==> config.mk <==
export PLATFORM = sky130hd
export DESIGN_NAME = ram_bank
export DESIGN_NICKNAME = d
export VERILOG_FILES = /design/src/design/bus_pkg.sv /design/src/design/ram_bank.sv
export SDC_FILE = /design/constraint.sdc
export NUM_CORES = 2
export LEC_CHECK = 0
export BUFFER_PORTS_ARGS = -buffer_cell sky130_fd_sc_hd__buf_2
export CAP_MARGIN = 40
export CORE_AREA = 2 2 387 389
export DETAILED_ROUTE_END_ITERATION = 10
export DIE_AREA = 0 0 389 391
export PLACE_DENSITY_LB_ADDON = 0.25
export SLEW_MARGIN = 20
export SYNTH_ARGS = -nofsm -noshare
export SYNTH_HDL_FRONTEND = slang
export SYNTH_SLANG_ARGS = --single-unit
==> constraint.sdc <==
create_clock -name CLOCK_50 -period 4.85 [get_ports CLOCK_50]
set_input_delay 1.2125 -clock CLOCK_50 [delete_from_list [all_inputs] [get_ports CLOCK_50]]
set_output_delay 1.2125 -clock CLOCK_50 [all_outputs]
set_load 0.02 [all_outputs]
==> src/design/bus_pkg.sv <==
`default_nettype none

package bus_pkg;

    // ====================
    // bus widths
    // ====================
    localparam int ADDR_W = 32;
    localparam int DATA_W = 32;
    // word location and register offset field widths
    localparam int WORD_W = 26;
    localparam int OFS_W  = 28;

    // ====================
    // address map
    // ====================
    // region nibble 0 is ram, anything else hits the console block
    localparam logic [3:0] RAM_REGION = 4'h0;
    // console register offsets
    localparam logic [OFS_W-1:0] KEY_OFS  = OFS_W'(0);
    localparam logic [OFS_W-1:0] UART_OFS = OFS_W'(4);

    typedef logic [DATA_W-1:0] data_t;

    // one bus address, two decodes
    typedef union packed {
        // ram location, low word bits pick the bank
        struct packed {
            logic [3:0]        region;
            logic [WORD_W-1:0] word;
            logic [1:0]        byte_ofs;
        } ram;
        // console register location
        struct packed {
            logic [3:0]       region;
            logic [OFS_W-1:0] offset;
        } mmio;
    } bus_addr_u;

    // circular pointer advance for the small queues
    function automatic int wrap_inc(input int ptr, input int depth);
        return (ptr == depth - 1) ? 0 : ptr + 1;
    endfunction

endpackage

`default_nettype wire

==> src/design/ram_bank.sv <==
`timescale 1ns/100ps
`default_nettype none

module ram_bank
    import bus_pkg::*;
#(
    parameter int BANK_WORDS  = 64,
    parameter int QUEUE_DEPTH = 2,
    localparam int INDEX_W    = $clog2(BANK_WORDS),
    localparam int PTR_W      = (QUEUE_DEPTH > 1) ? $clog2(QUEUE_DEPTH) : 1,
    localparam int CNT_W      = $clog2(QUEUE_DEPTH + 1)
) (
    input  wire logic               CLOCK_50,
    input  wire logic               KEY0,
    input  wire logic               req_valid,
    input  wire logic               req_write,
    input  wire logic [INDEX_W-1:0] req_index,
    input  wire data_t              req_data,
    output logic                    credit_return,
    output logic                    rsp_valid,
    output data_t                   rsp_data,
    input  wire logic               rsp_take
);

    data_t              mem [BANK_WORDS];
    // request queue, one slot per credit
    logic               q_write [QUEUE_DEPTH];
    logic [INDEX_W-1:0] q_index [QUEUE_DEPTH];
    data_t              q_data  [QUEUE_DEPTH];
    logic [PTR_W-1:0]   wr_ptr;
    logic [PTR_W-1:0]   rd_ptr;
    logic [CNT_W-1:0]   count;
    logic               head_write;
    logic               rsp_release;
    logic               pop;

    assign head_write  = q_write[rd_ptr];
    assign rsp_release = rsp_valid && rsp_take;
    // reads need an empty response register
    // writes hold off while a read is released, one credit per cycle
    assign pop = (count != '0) && (head_write ? !rsp_release : !rsp_valid);
    assign credit_return = (pop && head_write) || rsp_release;

    // ====================
    // queue control
    // ====================
    always_ff @(posedge CLOCK_50 or negedge KEY0) begin
        if (!KEY0) begin
            wr_ptr    <= '0;
            rd_ptr    <= '0;
            count     <= '0;
            rsp_valid <= 1'b0;
        end else begin
            if (req_valid) begin
                wr_ptr <= PTR_W'(wrap_inc(int'(wr_ptr), QUEUE_DEPTH));
            end
            if (pop) begin
                rd_ptr <= PTR_W'(wrap_inc(int'(rd_ptr), QUEUE_DEPTH));
            end
            count <= count + CNT_W'(req_valid) - CNT_W'(pop);
            // response held until the merger takes it
            if (pop && !head_write) begin
                rsp_valid <= 1'b1;
            end else if (rsp_release) begin
                rsp_valid <= 1'b0;
            end
        end
    end

    // ====================
    // storage
    // ====================
    always_ff @(posedge CLOCK_50) begin
        if (req_valid) begin
            q_write[wr_ptr] <= req_write;
            q_index[wr_ptr] <= req_index;
            q_data[wr_ptr]  <= req_data;
        end
        if (pop) begin
            if (head_write) begin
                mem[q_index[rd_ptr]] <= q_data[rd_ptr];
            end else begin
                rsp_data <= mem[q_index[rd_ptr]];
            end
        end
    end

endmodule

`default_nettype wire

==> metrics.yaml <==
antenna_found_initial: 10
syn_inst: 4886
cts-resized-gates: 0
ctsRootBufferMaster: "clkbuf_16"
crit_fanout: 28
crit_required_ps: 3640
grt_start_max_net_pins: 105
rows: 142
cts_buffers: 207
clkTransAtPathRegs_ps: 60
skew_ps: 18.6
fin_nets: 5090
vias: 49353
worst_slew_pin_slew_ps: 951
layout_common_cells: "2158 x edfxtp_1, 987 x o21ai_0, 517 x a22oi_1"
initial_core_util: 0.545
hpwlAfterDp_um: 132000
powerDensity_mw_per_mm2: 538
die_x_um: 389
clock_latency_ps: 830
p_clk_frac: 0.315
track_usage: 0.312
drt_first_pass_iters: 6
cp_slowest_cell: "dfrtp_2"
wl_met3_um: 29500
finalMaxSlewViolations: 0
ys_ff_latch: 2163
fp.dieH_um: 391
synth_cell_types: 46
avgSynthCellArea_um2: 16.6
first_iter_violations: 7664
layout_commonest_cell: "edfxtp_1"
dr_wl_met2_um: 111000
fin_crit_ps: 4210
routed.top_layer: "met5"
setup_viol: 0
ir_drop_v: 0.000622
p_seq_frac: 0.477
seq_area_frac_synth: 0.802
wl_per_cell_um: 33.2
route.antenna.remaining_nets: 0
grt_pass1_vias: 47578
port_buffers: 76
drv_cap: 0
gp_congestion: 0.814
grt_setup_unrepaired: "no"
die_area_mm2: 0.152
holdCritPathClass: "in -> async"
cp-start-kind: "flip-flop"
p_sw_mw: 14.9
status: "complete, no violations"
synth_edf_count: 2158
synth_ff_type: "edfxtp_1"
yosys.area.top_type: "edfxtp_1"
postCtsSetupBuffers: 0
slowest_delay_ps: 710
final_hold_viol_count: 0
pin_count: 77
hold_buffers: 0
setup_tns_ps: 0
intPower_mw: 34.7
p_leak_nw: 27.6
arrival_ps: 2990
cp_cell_sequence: "mux2i_1 -> o21ai_1 -> o21ai_0 -> nor2_1 -> buf_4 -> a21o_1 -> buf_2"
clock_sinks: 2163
maxSlewHeadroom: 0.366
worstSetupPathType: "reg -> out"
avgViaCountPerCell: 6.88
tritoncts: "yes"
synth_area_leaders: "edfxtp_1 80%, o21ai_0 6.1%, a22oi_1 4.8%"
grt_first_pass_wirelength_um: 341000
totalWireLength_um: 238000
switching_share: 0.299
cts_max_path_buffers: 3
synth_nets: 4930
core-area_mm2: 0.149
drc_errors: 0
yosysWarnings: 0
grt-ovfl-total: 0
area_delta_synth_final_pct: 13.9
setup.worst_path.end_class: "primary output"
met1Wirelength_um: 88800
postSynth.asyncResetShare: 0.00231
synth_top_cell_area_share: 0.801
p_comb_frac: 0.207
whs_ps: 192
fin_crit_sh: 0.867
drive_above_1_share: 0.142
syn_area_mm2: 0.0809
cts_max_level: 4
fmax_ghz: 0.238
[power groups by stage]
stage,clock network [mW],registers [mW],logic [mW]
after CTS,15.7,23.7,9.99
final,15.6,23.7,10.3
after global placement,0,24.1,9.53
after global routing,16.4,23.7,10.8
after detailed placement,0,24.1,9.95
after floorplan,0,24.1,4.91
[path summary, 6_finish.rpt]
path | from | endpoint | slack (ps) | depth (start not counted)
setup / recovery | rd_ptr | credit_return | 640 | 7
hold / removal | KEY0 | rsp_valid | 190 | 1
setup reg to reg | rd_ptr | rsp_data[14] | 910 | 8
hold reg to reg | wr_ptr | wr_ptr | 550 | 1
max in group asynchronous | KEY0 | rd_ptr | 4510 | 1
min in group CLOCK_50 | wr_ptr | wr_ptr | 550 | 1
[logic make-up after synthesis]
group                      share of synthesized area
AOI/OAI and AO/OA                              0.129
adders and majority gates                   0.000155
xor gates and xnor gates                    0.000325
and+or+nand+nor                               0.0448
buffers and inverters                         0.0180
muxes                                        0.00523
DFF                                            0.802
[cells in the mapped netlist, drive strengths merged (3+ instances only)]
cell type,count
a221oi,4
edfxtp,2158
a31o,4
nor4,6
nand4,36
nor4b,4
nor2,77
a21oi,110
buf,61
nand2,18
dfrtp,5
and4b,4
a22o,16
mux2i,4
o21ai,988
inv,3
a31oi,125
mux2,34
or2,9
clkbuf,309
nand3,122
and4bb,3
nor4bb,3
o31a,4
a22oi,517
and4,242
[sequential cells by signal, indices dropped and copies added (netlist names)]
register,cells
mem,2048
q_data,64
rsp_data,32
q_index,12
count,2
q_write,2
rd_ptr,1
rsp_valid,1
wr_ptr,1
[worst max-delay path: cells and delay by family, from the launching register on]
family,cells,cell delay (ps)
and+or+nand+nor,1,90
buffers and inverters,2,370
DFF,1,710
muxes,1,440
AOI/OAI and AO/OA,3,570
[through the flow]
| stage | setup slack (ps) | power (mW) | util | cells | cell area [um2] |
|---|---|---|---|---|---|
| 2_1_floorplan | 859 | 29.0 | - | 4886 | 80900 |
| 3_3_place_gp | 867 | 33.6 | 0.573 | 6749 | 85100 |
| 3_5_place_dp | 867 | 34.0 | 0.576 | 6770 | 85500 |
| 4_1_cts | 545 | 49.4 | 0.620 | 7159 | 92000 |
| 5_1_grt | 322 | 50.9 | 0.621 | 7171 | 92200 |
| 6_report | 645 | 49.6 | 0.621 | 7173 | 92200 |
[per-layer routing]
metal  track usage  vias up
li1              -    20295
met1         0.444    25010
met2         0.484     3528
met3        0.0599      512
met4         0.115        8
met5             0        -
[cell type report]
cell class                 instances  area (um2)
inverter                           3        11.3
clock buffer                     252        5410
sequential                      2163       64900
fill                           10444       56300
antenna                            3        7.51
timing repair buffer             321        3140
tap                             1944        2430
multi-input combinational       2350       15200
clock inverter                   137        1110
No activity file was read; power rests on OpenSTA's default activity.
