<file path="src/design/bus_pkg.sv">
`default_nettype none

package bus_pkg;

    // ====================
    // bus widths
    // ====================
    localparam int ADDR_W = 32;
    localparam int DATA_W = 32;
    // word location and register offset field widths
    localparam int WORD_W = 26;
    localparam int OFS_W  = 28;

    // ====================
    // address map
    // ====================
    // region nibble 0 is ram, anything else hits the console block
    localparam logic [3:0] RAM_REGION = 4'h0;
    // console register offsets
    localparam logic [OFS_W-1:0] KEY_OFS  = OFS_W'(0);
    localparam logic [OFS_W-1:0] UART_OFS = OFS_W'(4);

    typedef logic [DATA_W-1:0] data_t;

    // one bus address, two decodes
    typedef union packed {
        // ram location, low word bits pick the bank
        struct packed {
            logic [3:0]        region;
            logic [WORD_W-1:0] word;
            logic [1:0]        byte_ofs;
        } ram;
        // console register location
        struct packed {
            logic [3:0]       region;
            logic [OFS_W-1:0] offset;
        } mmio;
    } bus_addr_u;

    // circular pointer advance for the small queues
    function automatic int wrap_inc(input int ptr, input int depth);
        return (ptr == depth - 1) ? 0 : ptr + 1;
    endfunction

endpackage

`default_nettype wire

</file>
<file path="src/design/console_regs.sv">
`timescale 1ns/100ps
`default_nettype none

module console_regs
    import bus_pkg::*;
(
    input  wire logic             CLOCK_50,
    input  wire logic             KEY0,
    input  wire logic             req_valid,
    input  wire logic             req_write,
    input  wire logic [OFS_W-1:0] req_offset,
    input  wire data_t            req_data,
    output logic                  credit_return,
    output logic                  rsp_valid,
    output data_t                 rsp_data,
    input  wire logic             rsp_take,
    // keyboard in
    input  wire logic             key_valid,
    input  wire logic [7:0]       key_ascii,
    // interrupt and uart out
    output logic                  irq,
    output logic                  uart_valid,
    output logic [7:0]            uart_data
);

    logic [7:0] key_char;
    logic       is_read;
    logic       key_read;
    logic       uart_write;
    logic       rsp_release;

    assign is_read     = req_valid && !req_write;
    assign key_read    = is_read && (req_offset == KEY_OFS);
    assign uart_write  = req_valid && req_write && (req_offset == UART_OFS);
    assign rsp_release = rsp_valid && rsp_take;
    // writes finish on arrival, reads once the merger takes them
    assign credit_return = (req_valid && req_write) || rsp_release;

    // ====================
    // keyboard, irq, uart
    // ====================
    always_ff @(posedge CLOCK_50 or negedge KEY0) begin
        if (!KEY0) begin
            key_char   <= '0;
            irq        <= 1'b0;
            uart_valid <= 1'b0;
            rsp_valid  <= 1'b0;
        end else begin
            if (key_valid) begin
                key_char <= key_ascii;
            end
            // new key wins over a clearing read
            if (key_valid) begin
                irq <= 1'b1;
            end else if (key_read) begin
                irq <= 1'b0;
            end
            // one cycle pulse per transmit write
            uart_valid <= uart_write;
            if (is_read) begin
                rsp_valid <= 1'b1;
            end else if (rsp_release) begin
                rsp_valid <= 1'b0;
            end
        end
    end

    always_ff @(posedge CLOCK_50) begin
        if (uart_write) begin
            uart_data <= req_data[7:0];
        end
        // unknown offsets read as zero
        if (is_read) begin
            rsp_data <= key_read ? DATA_W'(key_char) : '0;
        end
    end

endmodule

`default_nettype wire

</file>
<file path="config.mk">
export PLATFORM = sky130hd
export DESIGN_NAME = console_regs
export DESIGN_NICKNAME = d
export VERILOG_FILES = /design/src/design/bus_pkg.sv /design/src/design/console_regs.sv
export SDC_FILE = /design/constraint.sdc
export NUM_CORES = 1
export LEC_CHECK = 0
export BUFFER_PORTS_ARGS = -buffer_cell sky130_fd_sc_hd__buf_2
export CORE_MARGIN = 10
export CORE_UTILIZATION = 36
export CTS_CLUSTER_DIAMETER = 60
export DETAILED_ROUTE_END_ITERATION = 16
export PLACE_DENSITY_LB_ADDON = 0.1
export RECOVER_POWER = 100
export SLEW_MARGIN = 25
export SYNTH_ARGS = -nofsm -noshare
export SYNTH_HDL_FRONTEND = slang
export SYNTH_SLANG_ARGS = --single-unit
</file>
<file path="constraint.sdc">
create_clock -name CLOCK_50 -period 1 [get_ports CLOCK_50]
set_input_delay 0.3 -clock CLOCK_50 [delete_from_list [all_inputs] [get_ports CLOCK_50]]
set_output_delay 0.3 -clock CLOCK_50 [all_outputs]
set_load 0.05 [all_outputs]
</file>
==> flow_metrics.env <==
export IMPL_holdPathEnd="uart_data[1]"
export IMPL_layout_area_seq_sq_um=757
export IMPL_highest_layer="met4"
export IMPL_synthSimpleGateAreaFrac_pct=14.0
export IMPL_post_synth_num_cell_types=20
export IMPL_cp_end_kind="primary output"
export IMPL_yosysWarningCount=0
export IMPL_synth_xor_xnor_area_share_pct=0
export IMPL_insertedDiodeCount=0
export IMPL_post_dp_hpwl_microns=2670
export IMPL_hold_path_startpoint="req_data[1]"
export IMPL_path_max_fanout=2
export IMPL_power_switching_share_pct=30.9
export IMPL_report_power_total_w=0.00227
export IMPL_max_freq_ghz=0.696
export IMPL_totalNegativeSetupSlack_ns=-8.86
export IMPL_final_setup_worst_slack_ns=-0.436
export IMPL_place_area_sq_um=1690
export IMPL_grt_overflow=0
export IMPL_worstRegToRegCells=2
export IMPL_cts_sink_count=27
export IMPL_final_design_area_no_fill_sq_um=1950
export IMPL_powerDensity_nw_per_um2=1160
export IMPL_track_usage_pct=10.2
export IMPL_global_route_wire_length_before_repair_microns=5040
export IMPL_detail_route_iter0_violations=12
export IMPL_wl_met2_microns=1810
export IMPL_syn_instance_count=88
export IMPL_clk_transition_reported_paths_ns=0.13
export IMPL_root_buffer_cell="clkbuf_4"
export IMPL_worst_skew_pair_later_pin_latency_ns=0.32
export IMPL_status="complete, but fails checks"
export IMPL_violations="setup timing"
export IMPL_die_width_microns=78.7
export IMPL_worst_hold_path_num_cells=1
export IMPL_placement_setup_worst_slack_ns=-0.660
export IMPL_fill_cells=300
export IMPL_num_vias=911
export IMPL_reg2reg_setup_slack_ns=0.15
export IMPL_htreeDepth=1
export IMPL_power_frac_seq_pct=55.0
export IMPL_mean_number_of_vias_per_cell=4.18
export IMPL_start_util_pct=37.1
export IMPL_drc_errors=0
export IMPL_met1_length_microns=1180
export IMPL_pwr_share_comb_pct=24.9
export IMPL_timing_critical_path_arrival_ns=1.14
export IMPL_finalHoldViolCount=0
export IMPL_met3_wirelength_microns=252
export IMPL_startpoint_type="register"
export IMPL_gp_congestion=0.725
export IMPL_synth_area_sq_um=1240
export IMPL_floorplan_die_height_microns=78.7
export IMPL_layout_drive_gt1_share_pct=61.6
export IMPL_power_switching_w=0.000704
export IMPL_wire_length_after_detailed_routing_microns=3270
export IMPL_seq_area_frac_synth_pct=61.0
export IMPL_internal_power_w=0.00157
export IMPL_timing_final_crit_period_ns=1.44
export IMPL_synth_compound_area_share_pct=1.92
export IMPL_layout_area_overhead_vs_synth_pct=57.8
export IMPL_ys_seq_elements=27
export IMPL_grt_setup_unrepaired="yes"
export IMPL_max_capacitance_violation_count=0
export IMPL_report_final_setup_viol=46
export IMPL_fin_skew_ns=0.0114
export IMPL_detail_route_first_pass_iterations=4
export IMPL_first_global_vias=1128
export IMPL_final_period_utilization_pct=144
export IMPL_num_io_pins=118
export IMPL_total_leakage_power_nw=0.902
export IMPL_synth_area_per_cell_sq_um=14.1
export IMPL_antenna_found_initial=0
export IMPL_cts_tree="yes"
export IMPL_fin_nets=247
export IMPL_coreArea_sq_um=3340
export IMPL_synth_mux_area_share_pct=7.27
export IMPL_required_ns=0.70
export IMPL_timing_hold_ws_ns=0.155
export IMPL_routed_wire_length_per_instance_microns=15.0
export IMPL_port_buffers=69
export IMPL_clockPowerShare_pct=20.1
export IMPL_row_count=21
export IMPL_grt_max_degree=17
export IMPL_dominant_combinational_cell_family_by_area_after_synthesis="buffers and inverters"
export IMPL_cts_buffers=3
export IMPL_multiInputGateArea_sq_um=482
export IMPL_regToRegStartpoint="rsp_valid"
export IMPL_path_class="reg2out"
export IMPL_rr_endpoint="rsp_valid"
export IMPL_detail_route_antenna_nets=0
export IMPL_dieArea_sq_um=6190
export IMPL_min_delay_path_class="in2reg"
export IMPL_timing_final_max_slew_violations=0
export IMPL_peakVddDrop_mv=0.419
export IMPL_area_share_of_fa_ha_maj_cells_after_synthesis_pct=0
export IMPL_cts_buffer_depth=2
[worst max path at each step]
stage | startpoint | endpoint | slack [ns] | cells past startpoint
floorplan | req_offset[10] | uart_data[0] | -0.53 | 3
global placement | req_offset[15] | rsp_data[3] | -0.61 | 6
detailed placement | req_offset[7] | rsp_data[7] | -0.66 | 6
CTS | rsp_valid | credit_return | -0.45 | 2
global route | rsp_valid | credit_return | -0.48 | 2
finish | rsp_valid | credit_return | -0.44 | 2
[registers in the layout, summed over array words and instances, names as in the netlist]
register,flops
irq,1
rsp_data,8
uart_data,8
key_char,8
rsp_valid,1
uart_valid,1
[critical path: stages (launching register included)]
cell and delay, ns:
dfrtp_2 0.44, a22o_4 0.24, buf_6 0.15
[power by group through the flow]
stage	Sequential (W)	Clock [W]	Combinational, W
floorplan	0.00132	0	0.000362
global route	0.00126	0.000526	0.000597
global placement	0.00127	0	0.000508
finish	0.00125	0.000458	0.000566
detailed placement	0.00127	0	0.000516
CTS	0.00125	0.000474	0.000561
[through the flow]
| stage | std cells | utilization (%) |
|---|---|---|
| floorplan | 111 | - |
| global placement | 208 | 50.6 |
| global route | 218 | 58.6 |
| detailed placement | 208 | 50.6 |
| finish | 218 | 58.6 |
| CTS | 218 | 58.3 |
[routing by layer]
layer  vias to the layer above  global-route usage [%]
met1                       430                    9.84
met2                        50                    19.3
met4                         0                    3.23
met3                         2                    3.76
met5                         -                       0
li1                        429                       -
[cells by family (layout without fill, tap and decap cells)]
kind of cell,count (synthesis),count (layout)
flip-flops,27,27
buffers and inverters,27,88
AND/OR/NAND/NOR,22,22
multiplexers,8,8
AO/OA/AOI/OAI,3,3
other,1,24
[what timing repair did]
| item | 4_1_cts | 5_1_grt |
|---|---|---|
| setup endpoints to repair | 38 | 38 |
| pin swaps | 13 | 1 |
| hold buffers | 1 | 0 |
| hold endpoints to repair | 11 | 0 |
| resized for setup | 52 | 5 |
| gates cloned | 2 | 0 |
| buffers inserted | 3 | 0 |
[layout by cell type, fill, tap and decap left out, types with 2 or more instances in the layout]
cell type and n:
clkbuf_4 3, edfxtp_1 16, conb_1 24, clkbuf_1 2, and2_1 5, buf_2 40
nor4_4 8, buf_6 28, inv_1 2, buf_4 9, mux2_2 8, dfrtp_1 10
and2_4 3
[Yosys cell counts (all sizes together)]
master	number	area share [%]
a21o	1	0.61
a22o	1	0.71
and2	8	4.0
buf	24	15
clkbuf	1	0.30
conb	1	0.30
dfrtp	11	22
edfxtp	16	39
inv	2	0.61
mux2	8	7.3
nand2	1	0.30
nand2b	1	0.51
nand3	1	0.40
nand4	1	0.51
nor2b	1	0.51
nor4	8	7.3
o21bai	1	0.61
or3	1	0.51
[area by class of cell]
class / instances / share of cell area [%]
clock buffer: 3 / 1.15
inverter: 2 / 0.384
sequential: 27 / 38.7
clock inverter: 1 / 0.384
tap: 46 / 2.94
multi-input combinational: 57 / 24.6
timing repair buffer: 82 / 31.8
(Power assumes the default switching activity.)
