`src/design/bus_pkg.sv`:
```
`default_nettype none

package bus_pkg;

    // ====================
    // bus widths
    // ====================
    localparam int ADDR_W = 32;
    localparam int DATA_W = 32;
    // word location and register offset field widths
    localparam int WORD_W = 26;
    localparam int OFS_W  = 28;

    // ====================
    // address map
    // ====================
    // region nibble 0 is ram, anything else hits the console block
    localparam logic [3:0] RAM_REGION = 4'h0;
    // console register offsets
    localparam logic [OFS_W-1:0] KEY_OFS  = OFS_W'(0);
    localparam logic [OFS_W-1:0] UART_OFS = OFS_W'(4);

    typedef logic [DATA_W-1:0] data_t;

    // one bus address, two decodes
    typedef union packed {
        // ram location, low word bits pick the bank
        struct packed {
            logic [3:0]        region;
            logic [WORD_W-1:0] word;
            logic [1:0]        byte_ofs;
        } ram;
        // console register location
        struct packed {
            logic [3:0]       region;
            logic [OFS_W-1:0] offset;
        } mmio;
    } bus_addr_u;

    // circular pointer advance for the small queues
    function automatic int wrap_inc(input int ptr, input int depth);
        return (ptr == depth - 1) ? 0 : ptr + 1;
    endfunction

endpackage

`default_nettype wire

```
`src/design/read_merge.sv`:
```
`timescale 1ns/100ps
`default_nettype none

module read_merge
    import bus_pkg::*;
#(
    parameter int NUM_BANKS   = 4,
    parameter int QUEUE_DEPTH = 2,
    localparam int SRC_W      = $clog2(NUM_BANKS + 1),
    // every outstanding read holds a credit
    localparam int ORD_DEPTH  = NUM_BANKS * QUEUE_DEPTH + 1,
    localparam int PTR_W      = $clog2(ORD_DEPTH),
    localparam int CNT_W      = $clog2(ORD_DEPTH + 1)
) (
    input  wire logic                 CLOCK_50,
    input  wire logic                 KEY0,
    input  wire logic                 ord_push,
    input  wire logic [SRC_W-1:0]     ord_source,
    // bank responses
    input  wire logic [NUM_BANKS-1:0] rsp_valid,
    input  wire data_t                rsp_data [NUM_BANKS],
    output logic [NUM_BANKS-1:0]      rsp_take,
    // console response
    input  wire logic                 con_rsp_valid,
    input  wire data_t                con_rsp_data,
    output logic                      con_rsp_take,
    // cpu return
    output logic                      bus_read_done,
    output data_t                     bus_read_data
);

    logic [SRC_W-1:0] ord_fifo [ORD_DEPTH];
    logic [PTR_W-1:0] wr_ptr;
    logic [PTR_W-1:0] rd_ptr;
    logic [CNT_W-1:0] count;
    logic [SRC_W-1:0] head_src;
    logic [NUM_BANKS:0] src_valid;
    data_t            src_data [NUM_BANKS+1];
    logic             take;

    // ====================
    // source select
    // ====================
    // console is the top source number
    assign src_valid = {con_rsp_valid, rsp_valid};

    always_comb begin
        for (int s = 0; s < NUM_BANKS; s++) begin
            src_data[s] = rsp_data[s];
        end
        src_data[NUM_BANKS] = con_rsp_data;
    end

    // oldest read only, younger responses wait in their banks
    assign head_src = ord_fifo[rd_ptr];
    assign take     = (count != '0) && src_valid[head_src];

    always_comb begin
        for (int b = 0; b < NUM_BANKS; b++) begin
            rsp_take[b] = take && (head_src == SRC_W'(b));
        end
    end
    assign con_rsp_take = take && (head_src == SRC_W'(NUM_BANKS));

    // ====================
    // order fifo
    // ====================
    always_ff @(posedge CLOCK_50 or negedge KEY0) begin
        if (!KEY0) begin
            wr_ptr        <= '0;
            rd_ptr        <= '0;
            count         <= '0;
            bus_read_done <= 1'b0;
        end else begin
            if (ord_push) begin
                wr_ptr <= PTR_W'(wrap_inc(int'(wr_ptr), ORD_DEPTH));
            end
            if (take) begin
                rd_ptr <= PTR_W'(wrap_inc(int'(rd_ptr), ORD_DEPTH));
            end
            count         <= count + CNT_W'(ord_push) - CNT_W'(take);
            // done lands the cycle after the take
            bus_read_done <= take;
        end
    end

    always_ff @(posedge CLOCK_50) begin
        if (ord_push) begin
            ord_fifo[wr_ptr] <= ord_source;
        end
        if (take) begin
            bus_read_data <= src_data[head_src];
        end
    end

endmodule

`default_nettype wire

```
`config.mk`:
```
export PLATFORM = sky130hd
export DESIGN_NAME = read_merge
export DESIGN_NICKNAME = d
export VERILOG_FILES = /design/src/design/bus_pkg.sv /design/src/design/read_merge.sv
export SDC_FILE = /design/constraint.sdc
export NUM_CORES = 1
export LEC_CHECK = 0
export BUFFER_PORTS_ARGS = -buffer_cell sky130_fd_sc_hd__buf_4
export CORE_MARGIN = 1.5
export CORE_UTILIZATION = 50
export DETAILED_ROUTE_END_ITERATION = 7
export HOLD_SLACK_MARGIN = 0.03
export MAX_ROUTING_LAYER = met4
export PLACE_DENSITY = 0.95
export SYNTH_ARGS = -nofsm -noshare
export SYNTH_HDL_FRONTEND = slang
export SYNTH_SLANG_ARGS = --single-unit
```
`constraint.sdc`:
```
create_clock -name CLOCK_50 -period 12.7 [get_ports CLOCK_50]
set_input_delay 1.27 -clock CLOCK_50 [delete_from_list [all_inputs] [get_ports CLOCK_50]]
set_output_delay 1.27 -clock CLOCK_50 [all_outputs]
set_load 0.005 [all_outputs]
```
==> flow_summary.yaml <==
power:
  seqPwrFrac_pct: 32.7
  pwr-share-clk_pct: 16.6
  netSwitchingPower_uw: 472
  powerDensity_mw_per_mm2: 216
  swShare_pct: 36.0
  power_frac_comb_pct: 50.6
  internal_power_uw: 837
  power.leakage_nw: 2.65
  ir_worst_vdd_uv: 139
flow_run:
  cap_viol_max_count: 0
setup_path:
  worstReg2RegEnd: "count[2]$_DFF_PN0_"
  worstRegToRegCells: 12
  crit_type: "flip-flop to flip-flop"
  crit_fanout: 36
  crit_slowest_cell: "o21ai_4"
  path_delay_family: "compound AO/OA/AOI/OAI gates"
  cp.arrival_ps: 5250
  r2r_start: "rd_ptr[0]$_DFFE_PN0P_"
  critical_path_required_ps: 12920
  worst_setup_path_end_kind: "flip-flop"
  path_cells: "mux2i_1, mux4_2, o21ai_4, a211oi_2, a2bb2oi_2, nor2_4, ha_1, inv_1, ha_1, inv_1, fa_1, xnor2_1"
  cp-start-kind: "flip-flop"
  max_stage_delay_ps: 950
  path_buf_inv: 2
  rrSetupSlack_ps: 7670
timing:
  fin_tns_setup_ps: 0
  clock_skew_ps: 13.0
  slew_viol_final: 0
  fin_ws_ps: 7670
  max_slew_margin_pct: 17.8
  grt_setup_unrepaired: "no"
  setup_viol: 0
  tightest_slew_ps: 1230
  finalHoldViolCount: 0
  fin_crit_sh_pct: 39.6
  max_freq_ghz: 0.199
  min_period_ps: 5030
global_routing:
  antenna_found_initial: 0
  grt_max_degree: 41
  overflow: 0
  grt_pass1_wl_um: 19700
  grt_pass1_vias: 3649
  grt_usage_pct: 31.2
clock_network:
  cts_resized: 0
  post_cts_buffers: 0
  cts_buffers: 9
  cts_max_level: 3
  cts_hold_buf: 0
  cts.path.max_buffers: 2
  clkLatencyLatePin_ps: 340
  cts_tree: "done"
  cts_sinks: 72
  root_buffer: "clkbuf_8"
  clkTransAtPathRegs_ps: 80
floorplanning:
  fp.dieArea_mm2: 0.00909
  dieWidth_um: 95.3
  num_rows: 33
  core_area_mm2: 0.00822
  io_pins: 209
  start_util_pct: 51.9
  fp.dieH_um: 95.3
synth:
  syn-num-nets: 474
  ys_types: 55
  synth.cell_area_mm2: 0.00426
  synthFlopType: "edfxtp_1"
  async_flop_share_pct: 18.1
  yosys_warnings: 0
  syn_inst: 291
  synth_edf_count: 59
  synth-seq-cells: 72
  synth.yosys.seq_area_share_pct: 49.2
  avgSynthCellArea_um2: 14.6
place:
  dp_slack_ps: 7680
  dp_hpwl_um: 10400
  gp_congestion: 0.885
  port_buffers: 208
route:
  first_pass_iters: 4
  drt_drc_violations_left: 0
  antenna_left: 0
  num_vias: 3587
  vias_per_cell: 5.97
  wl_per_cell_um: 23.0
  totalWireLength_um: 13800
  drtIter0Drc: 262
layout:
  drive_gt1_share_pct: 54.0
  num_antenna_cells: 0
  nets: 674
  multiInputGateArea_mm2: 0.00197
  seqCellArea_mm2: 0.00210
  n_fill_cell: 509
  layout_common_cells: "buf_4, edfxtp_1, a22o_1, mux4_2, inv_1"
  layout_commonest_cell: "buf_4"
  area_delta_synth_final_pct: 42.3
min_path:
  min_from: "wr_ptr[0]$_DFFE_PN0P_"
  hold_path.class: "flip-flop to flip-flop"
  min_path_cells: 2
  worstHoldEndpoint: "wr_ptr[0]$_DFFE_PN0P_"
outcome:
  status: "finished, final reports clean"
flip-flops by register name (all words and copies together), names as in the netlist:
register and cells:
rd_ptr 4, bus_read_data 32, bus_read_done 1, ord_fifo 27, wr_ptr 4, count 4
layer usage:
layer  GRT usage (%)  wire length [um]  share of wire [%]
met1            32.3              4750                 34
met2            51.8              7350                 53
met3            9.49              1010                7.3
met4            19.4               694                5.0
met5               -                 0                  0
final cells by class:
class / instances / share of cell area (%)
Multi-Input combinational cell: 182 / 32.5
Tap cell: 105 / 2.17
Timing Repair Buffer: 209 / 25.9
Sequential cell: 72 / 34.6
Clock buffer: 10 / 2.10
Clock inverter: 6 / 1.75
Inverter: 17 / 1.05
worst reg2reg max path, stage by stage (launching register included):
cell and delay, ps:
dfrtp_1 810, mux2i_1 160, mux4_2 550, o21ai_4 950, a211oi_2 230, a2bb2oi_2 240, nor2_4 750, ha_1 390
inv_1 60, ha_1 160, inv_1 70, fa_1 410, xnor2_1 130
worst max path at each step:
stage / depth (start not counted) / to / startpoint / slack [ps]
after global routing: 12 / count[1]$_DFF_PN0_ / rd_ptr[0]$_DFFE_PN0P_ / 7400
after CTS: 12 / count[2]$_DFF_PN0_ / rd_ptr[0]$_DFFE_PN0P_ / 7680
after global placement: 12 / count[2]$_DFF_PN0_ / rd_ptr[0]$_DFFE_PN0P_ / 7960
after floorplan: 12 / count[2]$_DFF_PN0_ / rsp_valid[3] / 7900
final: 12 / count[2]$_DFF_PN0_ / rd_ptr[0]$_DFFE_PN0P_ / 7670
after detailed placement: 12 / count[2]$_DFF_PN0_ / rd_ptr[0]$_DFFE_PN0P_ / 7680
logic make-up (layout without fill, tap and decap cells):
family / after synthesis / count (layout) / share of synthesized area [%]
xor+xnor: 4 / 4 / 0.822
simple gates: 55 / 55 / 6.87
buf+inv: 37 / 242 / 5.23
mux: 45 / 45 / 20.6
flops: 72 / 72 / 49.2
fa+ha+maj: 12 / 12 / 3.70
compound gates: 66 / 66 / 13.6
per-stage QoR:
stage	util (%)	hold slack (ps)	cells	area [um2]	total power, mW
6_report	73.8	636	601	6070	1.31
5_1_grt	73.8	662	601	6070	1.38
4_1_cts	73.8	640	601	6070	1.31
3_5_place_dp	71.0	622	585	5830	1.09
3_3_place_gp	71.0	606	585	5830	1.05
2_1_floorplan	-	570	291	4260	0.891
synthesized netlist by cell type, types with 3 or more instances:
cell type  count  area [um2]
a21oi_1        3        15.0
a22o_1        34         298
buf_12         4        80.1
buf_2          6        30.0
clkbuf_1       8        30.0
dfrtp_1       13         325
edfxtp_1      59        1770
ha_1          11         138
inv_1         17        63.8
mux2i_1        8        80.1
mux4_2        33         743
nand2_1       12        45.0
nand2b_1       7        43.8
nand3_1        3        15.0
nor2_1        14        52.6
nor3_1         4        20.0
o21ai_0        5        25.0
o221ai_1       4        35.0
power groups by stage:
| stage | Combinational [mW] | Clock (mW) | Sequential, mW |
|---|---|---|---|
| after detailed placement | 0.658 | 0 | 0.431 |
| final | 0.663 | 0.218 | 0.428 |
| after global placement | 0.629 | 0 | 0.426 |
| after global routing | 0.718 | 0.230 | 0.437 |
| after floorplan | 0.482 | 0 | 0.410 |
| after CTS | 0.663 | 0.220 | 0.428 |
(Power assumes the default switching activity.)
