## config.mk

```make
export PLATFORM = sky130hd
export DESIGN_NAME = bus_decoder
export DESIGN_NICKNAME = d
export VERILOG_FILES = /design/src/design/bus_pkg.sv /design/src/design/bus_decoder.sv
export SDC_FILE = /design/constraint.sdc
export NUM_CORES = 1
export LEC_CHECK = 0
export ABC_CLOCK_PERIOD_IN_PS = 9070
export BUFFER_PORTS_ARGS = -buffer_cell sky130_fd_sc_hd__buf_2
export CAP_MARGIN = 20
export CELL_PAD_IN_SITES_DETAIL_PLACEMENT = 0
export CELL_PAD_IN_SITES_GLOBAL_PLACEMENT = 1
export CORE_AREA = 3 3 97 99
export DETAILED_ROUTE_END_ITERATION = 8
export DIE_AREA = 0 0 100 102
export PLACE_DENSITY = 0.82
export SYNTH_ARGS = -nofsm -noshare
export SYNTH_HDL_FRONTEND = slang
export SYNTH_SLANG_ARGS = --single-unit
export TNS_END_PERCENT = 50
```

## constraint.sdc

```tcl
create_clock -name CLOCK_50 -period 9.07 [get_ports CLOCK_50]
set_input_delay 1.3605 -clock CLOCK_50 [delete_from_list [all_inputs] [get_ports CLOCK_50]]
set_output_delay 1.3605 -clock CLOCK_50 [all_outputs]
set_load 0.005 [all_outputs]
```

## src/design/bus_pkg.sv

```systemverilog
`default_nettype none

package bus_pkg;

    // ====================
    // bus widths
    // ====================
    localparam int ADDR_W = 32;
    localparam int DATA_W = 32;
    // word location and register offset field widths
    localparam int WORD_W = 26;
    localparam int OFS_W  = 28;

    // ====================
    // address map
    // ====================
    // region nibble 0 is ram, anything else hits the console block
    localparam logic [3:0] RAM_REGION = 4'h0;
    // console register offsets
    localparam logic [OFS_W-1:0] KEY_OFS  = OFS_W'(0);
    localparam logic [OFS_W-1:0] UART_OFS = OFS_W'(4);

    typedef logic [DATA_W-1:0] data_t;

    // one bus address, two decodes
    typedef union packed {
        // ram location, low word bits pick the bank
        struct packed {
            logic [3:0]        region;
            logic [WORD_W-1:0] word;
            logic [1:0]        byte_ofs;
        } ram;
        // console register location
        struct packed {
            logic [3:0]       region;
            logic [OFS_W-1:0] offset;
        } mmio;
    } bus_addr_u;

    // circular pointer advance for the small queues
    function automatic int wrap_inc(input int ptr, input int depth);
        return (ptr == depth - 1) ? 0 : ptr + 1;
    endfunction

endpackage

`default_nettype wire

```

## src/design/bus_decoder.sv

```systemverilog
`timescale 1ns/100ps
`default_nettype none

module bus_decoder
    import bus_pkg::*;
#(
    parameter int NUM_BANKS   = 4,
    parameter int BANK_WORDS  = 64,
    parameter int QUEUE_DEPTH = 2,
    localparam int SEL_W      = $clog2(NUM_BANKS),
    localparam int INDEX_W    = $clog2(BANK_WORDS),
    localparam int SRC_W      = $clog2(NUM_BANKS + 1),
    localparam int CRED_W     = $clog2(QUEUE_DEPTH + 1)
) (
    input  wire logic                 CLOCK_50,
    input  wire logic                 KEY0,
    // cpu side
    input  wire logic [ADDR_W-1:0]    bus_address,
    input  wire data_t                bus_write_data,
    input  wire logic                 bus_write_enable,
    input  wire logic                 bus_read_enable,
    output logic                      bus_ready,
    // ram banks
    output logic [NUM_BANKS-1:0]      bank_req_valid,
    output logic                      bank_req_write,
    output logic [INDEX_W-1:0]        bank_req_index,
    output data_t                     bank_req_data,
    input  wire logic [NUM_BANKS-1:0] bank_credit_return,
    // console
    output logic                      con_req_valid,
    output logic                      con_req_write,
    output logic [OFS_W-1:0]          con_req_offset,
    output data_t                     con_req_data,
    input  wire logic                 con_credit_return,
    // read order to the merger
    output logic                      ord_push,
    output logic [SRC_W-1:0]          ord_source
);

    bus_addr_u         addr;
    logic              is_ram;
    logic [SEL_W-1:0]  sel;
    logic [CRED_W-1:0] bank_credit [NUM_BANKS];
    logic              con_credit;
    logic              accept;
    logic              accept_ram;
    logic              accept_con;

    // ====================
    // decode
    // ====================
    assign addr   = bus_address;
    assign is_ram = (addr.ram.region == RAM_REGION);
    // word interleave on the low word bits
    assign sel    = addr.ram.word[SEL_W-1:0];

    // stall only when the addressed target is out of credit
    assign bus_ready  = is_ram ? (bank_credit[sel] != '0) : con_credit;
    assign accept     = (bus_read_enable || bus_write_enable) && bus_ready;
    assign accept_ram = accept && is_ram;
    assign accept_con = accept && !is_ram;

    // ====================
    // credits
    // ====================
    always_ff @(posedge CLOCK_50 or negedge KEY0) begin
        if (!KEY0) begin
            for (int b = 0; b < NUM_BANKS; b++) begin
                bank_credit[b] <= CRED_W'(QUEUE_DEPTH);
            end
            con_credit <= 1'b1;
        end else begin
            // taken at acceptance, back when the bank lets go
            for (int b = 0; b < NUM_BANKS; b++) begin
                bank_credit[b] <= bank_credit[b]
                    - CRED_W'(accept_ram && (sel == SEL_W'(b)))
                    + CRED_W'(bank_credit_return[b]);
            end
            // single console credit, never taken and returned together
            if (accept_con) begin
                con_credit <= 1'b0;
            end else if (con_credit_return) begin
                con_credit <= 1'b1;
            end
        end
    end

    // ====================
    // issue register
    // ====================
    // request shows up at the target one cycle after acceptance
    always_ff @(posedge CLOCK_50 or negedge KEY0) begin
        if (!KEY0) begin
            bank_req_valid <= '0;
            con_req_valid  <= 1'b0;
            ord_push       <= 1'b0;
        end else begin
            bank_req_valid <= '0;
            if (accept_ram) begin
                bank_req_valid[sel] <= 1'b1;
            end
            con_req_valid <= accept_con;
            // reads only, writes get no response
            ord_push      <= accept && !bus_write_enable;
        end
    end

    // payload, shared by all targets
    always_ff @(posedge CLOCK_50) begin
        if (accept) begin
            bank_req_write <= bus_write_enable;
            bank_req_index <= addr.ram.word[SEL_W +: INDEX_W];
            bank_req_data  <= bus_write_data;
            con_req_write  <= bus_write_enable;
            con_req_offset <= addr.mmio.offset;
            con_req_data   <= bus_write_data;
            // console source sits one past the last bank
            ord_source     <= is_ram ? SRC_W'(sel) : SRC_W'(NUM_BANKS);
        end
    end

endmodule

`default_nettype wire

```

==> impl_metrics.tcl, run 1 <==
set metrics [dict create \
    holdCritStartpoint "bank_credit[3]" \
    fin_area_um2 3930 \
    seq_area_frac_synth_pct 77.1 \
    critical_path.max_fanout 9 \
    ctsResizeCount 0 \
    synth_xor_area_share_pct 2.35 \
    place_congestion 0.755 \
    cts_made_buffers 9 \
    worstHoldPathCells 1 \
    hold_viol 0 \
    synth_simple_gate_area_share_pct 2.97 \
    yosysWarnings 0 \
    clock_sinks 79 \
    startpoint "bus_address[29]" \
    ys_async_sr_fraction_pct 19.0 \
    area_growth_syn_to_layout_pct 31.7 \
    hold_buffers 0 \
    synth_nets 251 \
    swShare_pct 27.3 \
    cts_setup_buffers 0 \
    synth-compound-area-share_pct 3.18 \
    finalSetupViolations 0 \
    ys_ff_latch 79 \
    synthAdderAreaFrac_pct 3.35 \
    setup_tns_ns 0 \
    synthFlopType "edfxtp_1" \
    maxSlewHeadroom_pct 46.0 \
    cts-htree-levels 3 \
    outcome "completed" \
    first_pass_iters 4 \
    num_vias 1860 \
    coreArea_um2 8640 \
    drc_errors 0 \
    hpwlAfterDp_mm 5.25 \
    synth.largest_area_cell "edfxtp_1" \
    synth_cells 170 \
    wl_mm 6.75 \
    grt_pass1_wl_mm 9.64 \
    hold_end "bank_credit[3]" \
    rsz0062_at_grt "false" \
    cp-end-kind "output port" \
    worst_slew_pin_slew_ns 0.810 \
    clock_latency_ns 0.35 \
    cts.clk_slew.worst_paths_ns 0.08 \
    p_leak_nw 1.79 \
    pin_count 183 \
    place_area_um2 3760 \
    synth_top_family_by_area "buffers and inverters" \
    start_util_pct 34.6 \
    finalClockSkew_ns 0.0139 \
    initialDrtViolationCount 33 \
    ant_nets 0 \
    critPathKind "in -> out" \
    pwr-share-clk_pct 25.2 \
    drv_slew 0 \
    die_w_um 100 \
    fin_crit_sh_pct 44.0 \
    nets 406 \
    grt_max_degree 65 \
    grt_antenna_before_repair 0 \
    p_seq_share_pct 55.8 \
    drive_gt1_share_pct 63.3 \
    num-fill-cells 828 \
    die-area_um2 10200 \
    power_density_nw_per_um2 230 \
    min_period_ns 3.99 \
    arrival_ns 2.63 \
    die_y_um 102 \
    max_cap_viol_count 0 \
    synth_cell_types 23 \
    cts_tree "done" \
    grt_usage_pct 12.7 \
    fmax_mhz 251 \
    clk_path_buf_depth 2 \
    grt_pass1_vias 1828 \
    required_ns 7.71 \
    combPwrFrac_pct 19.0 \
    ff2ff_path_depth 4 \
    r2r_start "bank_credit[5]" \
    max-vdd-ir-drop_mv 0.0984 \
    final_common_cell "buf_2" \
    final_cell_mix "buf_2 (182), edfxtp_1 (64), inv_1 (10), dfrtp_1 (10), clkbuf_8 (9)" \
    switchingPower_w 0.000247 \
    startpoint_type "primary input" \
    synth_edf_count 64 \
    synthTopCellsByArea "edfxtp_1 (64%), buf_4 (9.8%), dfrtp_1 (8.4%)" \
    grt_overflow 0 \
    ff2ff_setup_slack_ns 6.95 \
    avgViaCountPerCell 4.25 \
    hold_slack_ns 0.491 \
    cts-root-buf "clkbuf_8" \
    r2r_end "con_req_offset[15]" \
    antenna_cells 0 \
    min-delay-path-class "reg -> reg" \
    wire_per_inst_um 15.4 \
    syn_area_um2 2990 \
    port_buffers 182 \
    intPower_w 0.000659 \
    muxShareOfSynthArea_pct 0 \
    synth_area_per_cell_um2 17.6 \
    rows 34 \
    synth_top_cell_area_share_pct 64.3 \
]
[how the worst max path moves through the flow]
stage          cells after the start           endpoint  slack [ns]
2_1_floorplan                      3  bank_req_index[0]        3.50
3_3_place_gp                       5          bus_ready        5.11
3_5_place_dp                       5          bus_ready        5.08
4_1_cts                            5          bus_ready        5.08
5_1_grt                            5          bus_ready        4.94
6_report                           5          bus_ready        5.08
[critical path: stages]
cell,delay (ns)
buf_2,0.11
nor4_4,0.54
o221a_2,0.38
a21oi_1,0.10
buf_2,0.13
[metrics by stage]
| stage | util (%) | setup WS, ns | std cells | power [W] |
|---|---|---|---|---|
| 2_1_floorplan | - | 3.50 | 170 | 0.000622 |
| 3_3_place_gp | 43.5 | 5.11 | 422 | 0.000686 |
| 3_5_place_dp | 43.5 | 5.08 | 422 | 0.000693 |
| 4_1_cts | 45.6 | 5.08 | 438 | 0.000926 |
| 5_1_grt | 45.6 | 4.94 | 438 | 0.000966 |
| 6_report | 45.6 | 5.08 | 438 | 0.000906 |
[area by class of cell]
| cell class | instances | area [um^2] | area share (%) |
|---|---|---|---|
| inverters | 10 | 37.5 | 0.954 |
| repair buffers | 183 | 918 | 23.3 |
| clock inverters | 6 | 46.3 | 1.18 |
| flip-flops and latches | 79 | 2300 | 58.6 |
| clock buffers | 10 | 128 | 3.24 |
| multi-input cells | 42 | 365 | 9.29 |
| well taps | 108 | 135 | 3.44 |
[synthesized netlist by cell type (2+ instances only)]
cell type	count
dfrtp_1	10
xnor2_1	8
edfxtp_1	64
nor3_1	2
nor2_1	7
buf_4	39
o21ai_0	2
dfstp_2	5
ha_1	8
a21oi_1	2
inv_1	10
and2_1	2
[power groups by stage]
stage	registers [W]	clock network, W	logic (W)
4_1_cts	0.000507	0.000241	0.000178
3_5_place_dp	0.000514	0	0.000178
2_1_floorplan	0.000521	0	0.000101
3_3_place_gp	0.000512	0	0.000173
6_report	0.000506	0.000229	0.000172
5_1_grt	0.000514	0.000255	0.000196
[registers in the layout, indices dropped and copies added, names as in the netlist]
name / flops
bank_credit: 8
bank_req_index: 5
bank_req_valid: 4
con_credit: 1
con_req_data: 32
con_req_offset: 23
con_req_valid: 1
con_req_write: 1
ord_push: 1
ord_source: 3
[logic make-up (layout without fill, tap and decap cells)]
kind of cell,Yosys count,count (layout)
AOI/OAI and AO/OA,11,11
and+or+nand+nor,15,15
adders and majority gates,8,8
xor gates and xnor gates,8,8
buffers and inverters,49,209
DFF,79,79
[per-layer routing]
layer | up-vias | wire (um) | track usage [%]
met1 | 872 | 2400 | 14.2
li1 | 874 | - | -
met2 | 105 | 3580 | 22.6
met3 | 9 | 708 | 4.51
met5 | - | 0 | 0
met4 | 0 | 64 | 4.15
Note: power is estimated with default switching activity, not from simulation.
==> run 2: changes to the inputs <==
Settings changed: ABC_CLOCK_PERIOD_IN_PS 9070 to 3400, CORE_AREA 3 3 97 99 to 3 3 104 106, DIE_AREA 0 0 100 102 to 0 0 107 109, PLACE_DENSITY 0.82 to 0.75.
Clock period 9.07 ns to 3.4 ns, I/O delays scaled along.
==> run 2 against run 1 <==
Clock-buffer cell count shrank 1. Largest power group unchanged. Wire length decreased by 0.19%. Critical endpoint unchanged. Die area is 14% higher.
==> impl_metrics.tcl, run 2 (synthesized netlist as in run 1, its figures left out) <==
set metrics [dict create \
    outcome "completed" \
    power_density_nw_per_um2 620 \
    clock_sinks 79 \
    fin_crit_sh_pct 65.3 \
    r2r_start "bank_credit[5]" \
    wire_per_inst_um 14.5 \
    cts-htree-levels 3 \
    critical_path.max_fanout 9 \
    die_y_um 109 \
    drive_gt1_share_pct 63.6 \
    rsz0062_at_grt "false" \
    antenna_cells 0 \
    grt_pass1_wl_mm 9.61 \
    place_area_um2 3800 \
    path_common_cell "buf_2" \
    cts_made_buffers 9 \
    min-delay-path-class "in -> async" \
    avgViaCountPerCell 4.05 \
    start_util_pct 30.3 \
    setup_tns_ns 0 \
    clk_path_buf_depth 2 \
    grt_overflow 0 \
    ctsResizeCount 0 \
    p_leak_nw 1.80 \
    final_cell_mix "buf_2 (182), edfxtp_1 (64), inv_1 (10), dfrtp_1 (10), clkbuf_8 (9)" \
    die-area_um2 11700 \
    rows 36 \
    ff2ff_setup_slack_ns 1.61 \
    regMostFlops "con_req_data" \
    largest_reg_flops 32 \
    clock_latency_ns 0.34 \
    fin_area_um2 3990 \
    num-fill-cells 934 \
    finalClockSkew_ns 0.00771 \
    max_cap_viol_count 0 \
    ff2ff_path_depth 4 \
    port_buffers 182 \
    hold_viol 0 \
    num_vias 1875 \
    ant_nets 0 \
    grt_antenna_before_repair 0 \
    max-vdd-ir-drop_mv 0.230 \
    first_pass_iters 3 \
    cp_top_family "simple AND/OR/NAND/NOR gates" \
    place_congestion 0.724 \
    grt_usage_pct 11.1 \
    crit_chain "buf_2 > nor4_4 > o221a_2 > a21oi_1 > buf_2" \
    arrival_ns 1.71 \
    cp-end-kind "output port" \
    cts.clk_slew.worst_paths_ns 0.08 \
    cts-root-buf "clkbuf_8" \
    cts_tree "done" \
    wl_mm 6.73 \
    cts_setup_buffers 0 \
    final_common_cell "buf_2" \
    drc_errors 0 \
    worst_slew_pin_slew_ns 0.503 \
    worst-path-buf-inv 2 \
    reg_top3 "con_req_data: 32 flops, con_req_offset: 23 flops, bank_credit: 8 flops" \
    fmax_mhz 450 \
    die_w_um 107 \
    maxSlewHeadroom_pct 66.2 \
    grt_max_degree 65 \
    coreArea_um2 9860 \
    pin_count 183 \
    cpPeakStageDelay_ns 0.51 \
    hold_buffers 0 \
    area_growth_syn_to_layout_pct 33.5 \
    drv_slew 0 \
    required_ns 2.89 \
    startpoint_type "primary input" \
    nets 406 \
    critPathKind "in -> out" \
    min_period_ns 2.22 \
    hpwlAfterDp_mm 5.32 \
    critPathSlowestCell "nor4_4" \
    initialDrtViolationCount 43 \
    grt_pass1_vias 1863 \
    r2r_end "con_req_offset[2]" \
    finalSetupViolations 0 \
]
[run 2: changes by cell type in the layout (fill, tap and decap cells not counted), sizes merged]
cell and delta:
inv +3, clkinv -1, clkbuf -1, clkinvlp -1
[run 2: routing by layer]
metal  share of wire [%]  global-route usage (%)
met1                  38                    12.3
met2                  53                    19.5
met3                 8.6                    3.67
met4                0.88                    4.66
met5                   0                       0
[run 2: worst max-delay path by stage]
| stage | start | to | slack [ns] | cells past startpoint |
|---|---|---|---|---|
| floorplan | bus_address[29] | bank_req_index[0] | 0.11 | 3 |
| global placement | bus_address[29] | bank_credit[7] | 1.05 | 9 |
| detailed placement | bus_address[29] | bank_credit[7] | 0.94 | 9 |
| CTS | bus_address[29] | bus_ready | 1.17 | 5 |
| global route | bus_address[29] | bus_ready | 1.03 | 5 |
| finish | bus_address[29] | bus_ready | 1.18 | 5 |
[run 2: area by class of cell]
type | instances | area [um^2] | share of cell area (%)
clock buffers | 9 | 124 | 3.10
clock inverters | 7 | 62.6 | 1.57
inverters | 10 | 37.5 | 0.941
multi-input cells | 42 | 365 | 9.16
flip-flops and latches | 79 | 2300 | 57.7
well taps | 133 | 166 | 4.17
repair buffers | 183 | 931 | 23.3
[run 2: metrics by stage]
step / instances / hold WS (ns) / utilization (%) / worst slack [ns] / power, W
after global routing: 463 / 0.0525 / 40.4 / 1.03 / 0.00263
after CTS: 463 / 0.0534 / 40.4 / 1.17 / 0.00252
after global placement: 447 / 0.428 / 38.6 / 1.05 / 0.00184
after floorplan: 170 / 0.214 / - / 0.111 / 0.00165
after detailed placement: 447 / 0.440 / 38.6 / 0.935 / 0.00186
final: 463 / 0.0605 / 40.4 / 1.18 / 0.00247
[run 2: worst register-to-register path, stage by stage, from the launching register on]
cell and delay (ns):
dfstp_2 0.55, nor2_1 0.05, o221a_2 0.32, a21oi_4 0.18
buf_12 0.31
[run 2: report_power, final]
part           total [W]  leakage, nW  internal (W)  switching, W
logic           0.000469        0.913      0.000224      0.000245
registers        0.00135        0.793       0.00127     0.0000735
clock network   0.000658       0.0927      0.000281      0.000377
total            0.00247         1.80       0.00178      0.000696
==> run 3: changes to the inputs <==
Settings changed: ABC_CLOCK_PERIOD_IN_PS 3400 to 1870.
Clock period 3.4 ns to 1.87 ns, I/O delays scaled along.
==> run 3 against run 2 <==
Critical path depth is 1 lower. Clock-buffer cell count grew 1. Sequential cell count is the same. Non-clock buffer count increased by 9. Hold slack better by 0.048 ns. Setup slack got worse by 1.1 ns. Via count increased by 2.3%. Die area unchanged. Critical path type is now reg -> out. Largest power group unchanged.
==> impl_metrics.tcl, run 3 (synthesized netlist as in run 1, its figures left out) <==
set metrics [dict create \
    ant_nets 0 \
    hold_viol 0 \
    fmax_mhz 564 \
    max-vdd-ir-drop_mv 0.476 \
    final_common_cell "buf_2" \
    clock_latency_ns 0.34 \
    max_cap_viol_count 0 \
    critPathKind "reg -> out" \
    required_ns 1.59 \
    port_buffers 182 \
    startpoint_type "register" \
    reg_top3 "con_req_data: 32 flops, con_req_offset: 23 flops, bank_credit: 8 flops" \
    grt_pass1_vias 1901 \
    multi_input_area_um2 387 \
    wire_per_inst_um 14.4 \
    cp_top_family "flip-flops" \
    final_cells 472 \
    crit_chain "nor2_2 > o221a_4 > a21oi_2 > buf_2" \
    cts-htree-levels 3 \
    avgViaCountPerCell 4.07 \
    outcome "completed" \
    largest_reg_flops 32 \
    start_util_pct 30.3 \
    grt_overflow 0 \
    cp-end-kind "output port" \
    grt_pass1_wl_mm 9.46 \
    coreArea_um2 9860 \
    wl_mm 6.79 \
    antenna_cells 0 \
    rows 36 \
    die-area_um2 11700 \
    nets 415 \
    finalClockSkew_ns 0.0111 \
    pin_count 183 \
    drc_errors 0 \
    min-delay-path-class "in -> reg" \
    first_pass_iters 4 \
    die_w_um 107 \
    seq_area_um2 2300 \
    drive_gt1_share_pct 64.3 \
    hold_slack_ns 0.108 \
    hpwlAfterDp_mm 5.20 \
    num_vias 1919 \
    finalSetupViolations 0 \
    grt_max_degree 38 \
    maxSlewHeadroom_pct 77.2 \
    drv_slew 0 \
    grt_usage_pct 11.0 \
    num-fill-cells 928 \
    regMostFlops "con_req_data" \
    initialDrtViolationCount 44 \
    grt_antenna_before_repair 0 \
    worst-path-buf-inv 1 \
    cpPeakStageDelay_ns 0.55 \
    die_y_um 109 \
    rsz0062_at_grt "false" \
    p_leak_nw 1.87 \
    fin_crit_sh_pct 94.8 \
    critical_path.max_fanout 3 \
    clock_sinks 79 \
    cts-root-buf "clkbuf_8" \
    place_congestion 0.711 \
    power_density_nw_per_um2 1120 \
    cts.clk_slew.worst_paths_ns 0.08 \
    clk_path_buf_depth 2 \
    worst_slew_pin_slew_ns 0.342 \
    post-route-util_pct 42.0 \
    final_cell_mix "buf_2 (182), edfxtp_1 (64), inv_1 (10), dfrtp_1 (10), clkbuf_8 (9)" \
    dpl.cell_count 451 \
    cts_tree "done" \
    min_period_ns 1.77 \
    arrival_ns 1.49 \
    cts_made_buffers 9 \
    area_growth_syn_to_layout_pct 38.7 \
    critPathSlowestCell "dfstp_2" \
]
==> run 3: timing repair <==
action | in CTS | in global routing
endpoints found under the hold margin | 10 | 0
gates resized for setup | 0 | 2
setup endpoints to repair | 0 | 1
hold buffers | 1 | 0
setup buffers | 0 | 2
==> run 3: path summary, 6_finish.rpt <==
path	startpoint	to	slack [ns]	depth (start not counted)
hold reg to reg	bank_credit[1]	bank_credit[1]	0.49	1
hold / removal	bus_address[14]	con_req_offset[14]	0.11	1
setup / recovery	bank_credit[5]	bus_ready	0.1	4
min in group asynchronous	KEY0	bank_credit[6]	0.37	2
setup reg to reg	bank_credit[1]	con_req_data[9]	0.1	6
max in group asynchronous	KEY0	con_credit	1.19	2
==> run 3: layout make-up <==
cell class | count | share of cell area (%)
clock buffer | 10 | 3.08
clock inverter | 6 | 1.48
inverter | 10 | 0.906
multi-input combinational | 42 | 9.33
sequential | 79 | 55.6
tap | 133 | 4.02
timing repair buffer | 192 | 25.6
==> run 3: routing by layer <==
layer  up-vias  wire, um  track usage (%)
li1        887         -                -
met1       913      2470             11.7
met2       109      3620             19.5
met3        10       598             4.80
met4         0       102             3.84
met5         -         0                0
==> run 3: metrics by stage <==
| step | setup TNS, ns | setup WS, ns | cell area (um^2) | total power [W] |
|---|---|---|---|---|
| finish | 0 | 0.0970 | 4140 | 0.00463 |
| global route | 0 | 0.0204 | 4140 | 0.00494 |
| CTS | 0 | 0.0198 | 4060 | 0.00464 |
| detailed placement | -0.218 | -0.112 | 3860 | 0.00340 |
| global placement | 0 | 0.00381 | 3860 | 0.00337 |
| floorplan | -33.60 | -0.524 | 3020 | 0.00302 |
==> run 3: power by group <==
group	leakage (nW)	switching (W)	internal [W]
registers	0.793	0.000136	0.00231
logic	0.986	0.000478	0.000501
clock network	0.0876	0.000595	0.000610
total	1.87	0.00121	0.00342
==> run 3: worst register-to-register path, stage by stage (launching register included) <==
cell and delay (ns):
dfstp_2 0.55, o21ai_1 0.08, a21bo_2 0.26, buf_4 0.15
a21oi_4 0.13, buf_12 0.14, clkbuf_16 0.18
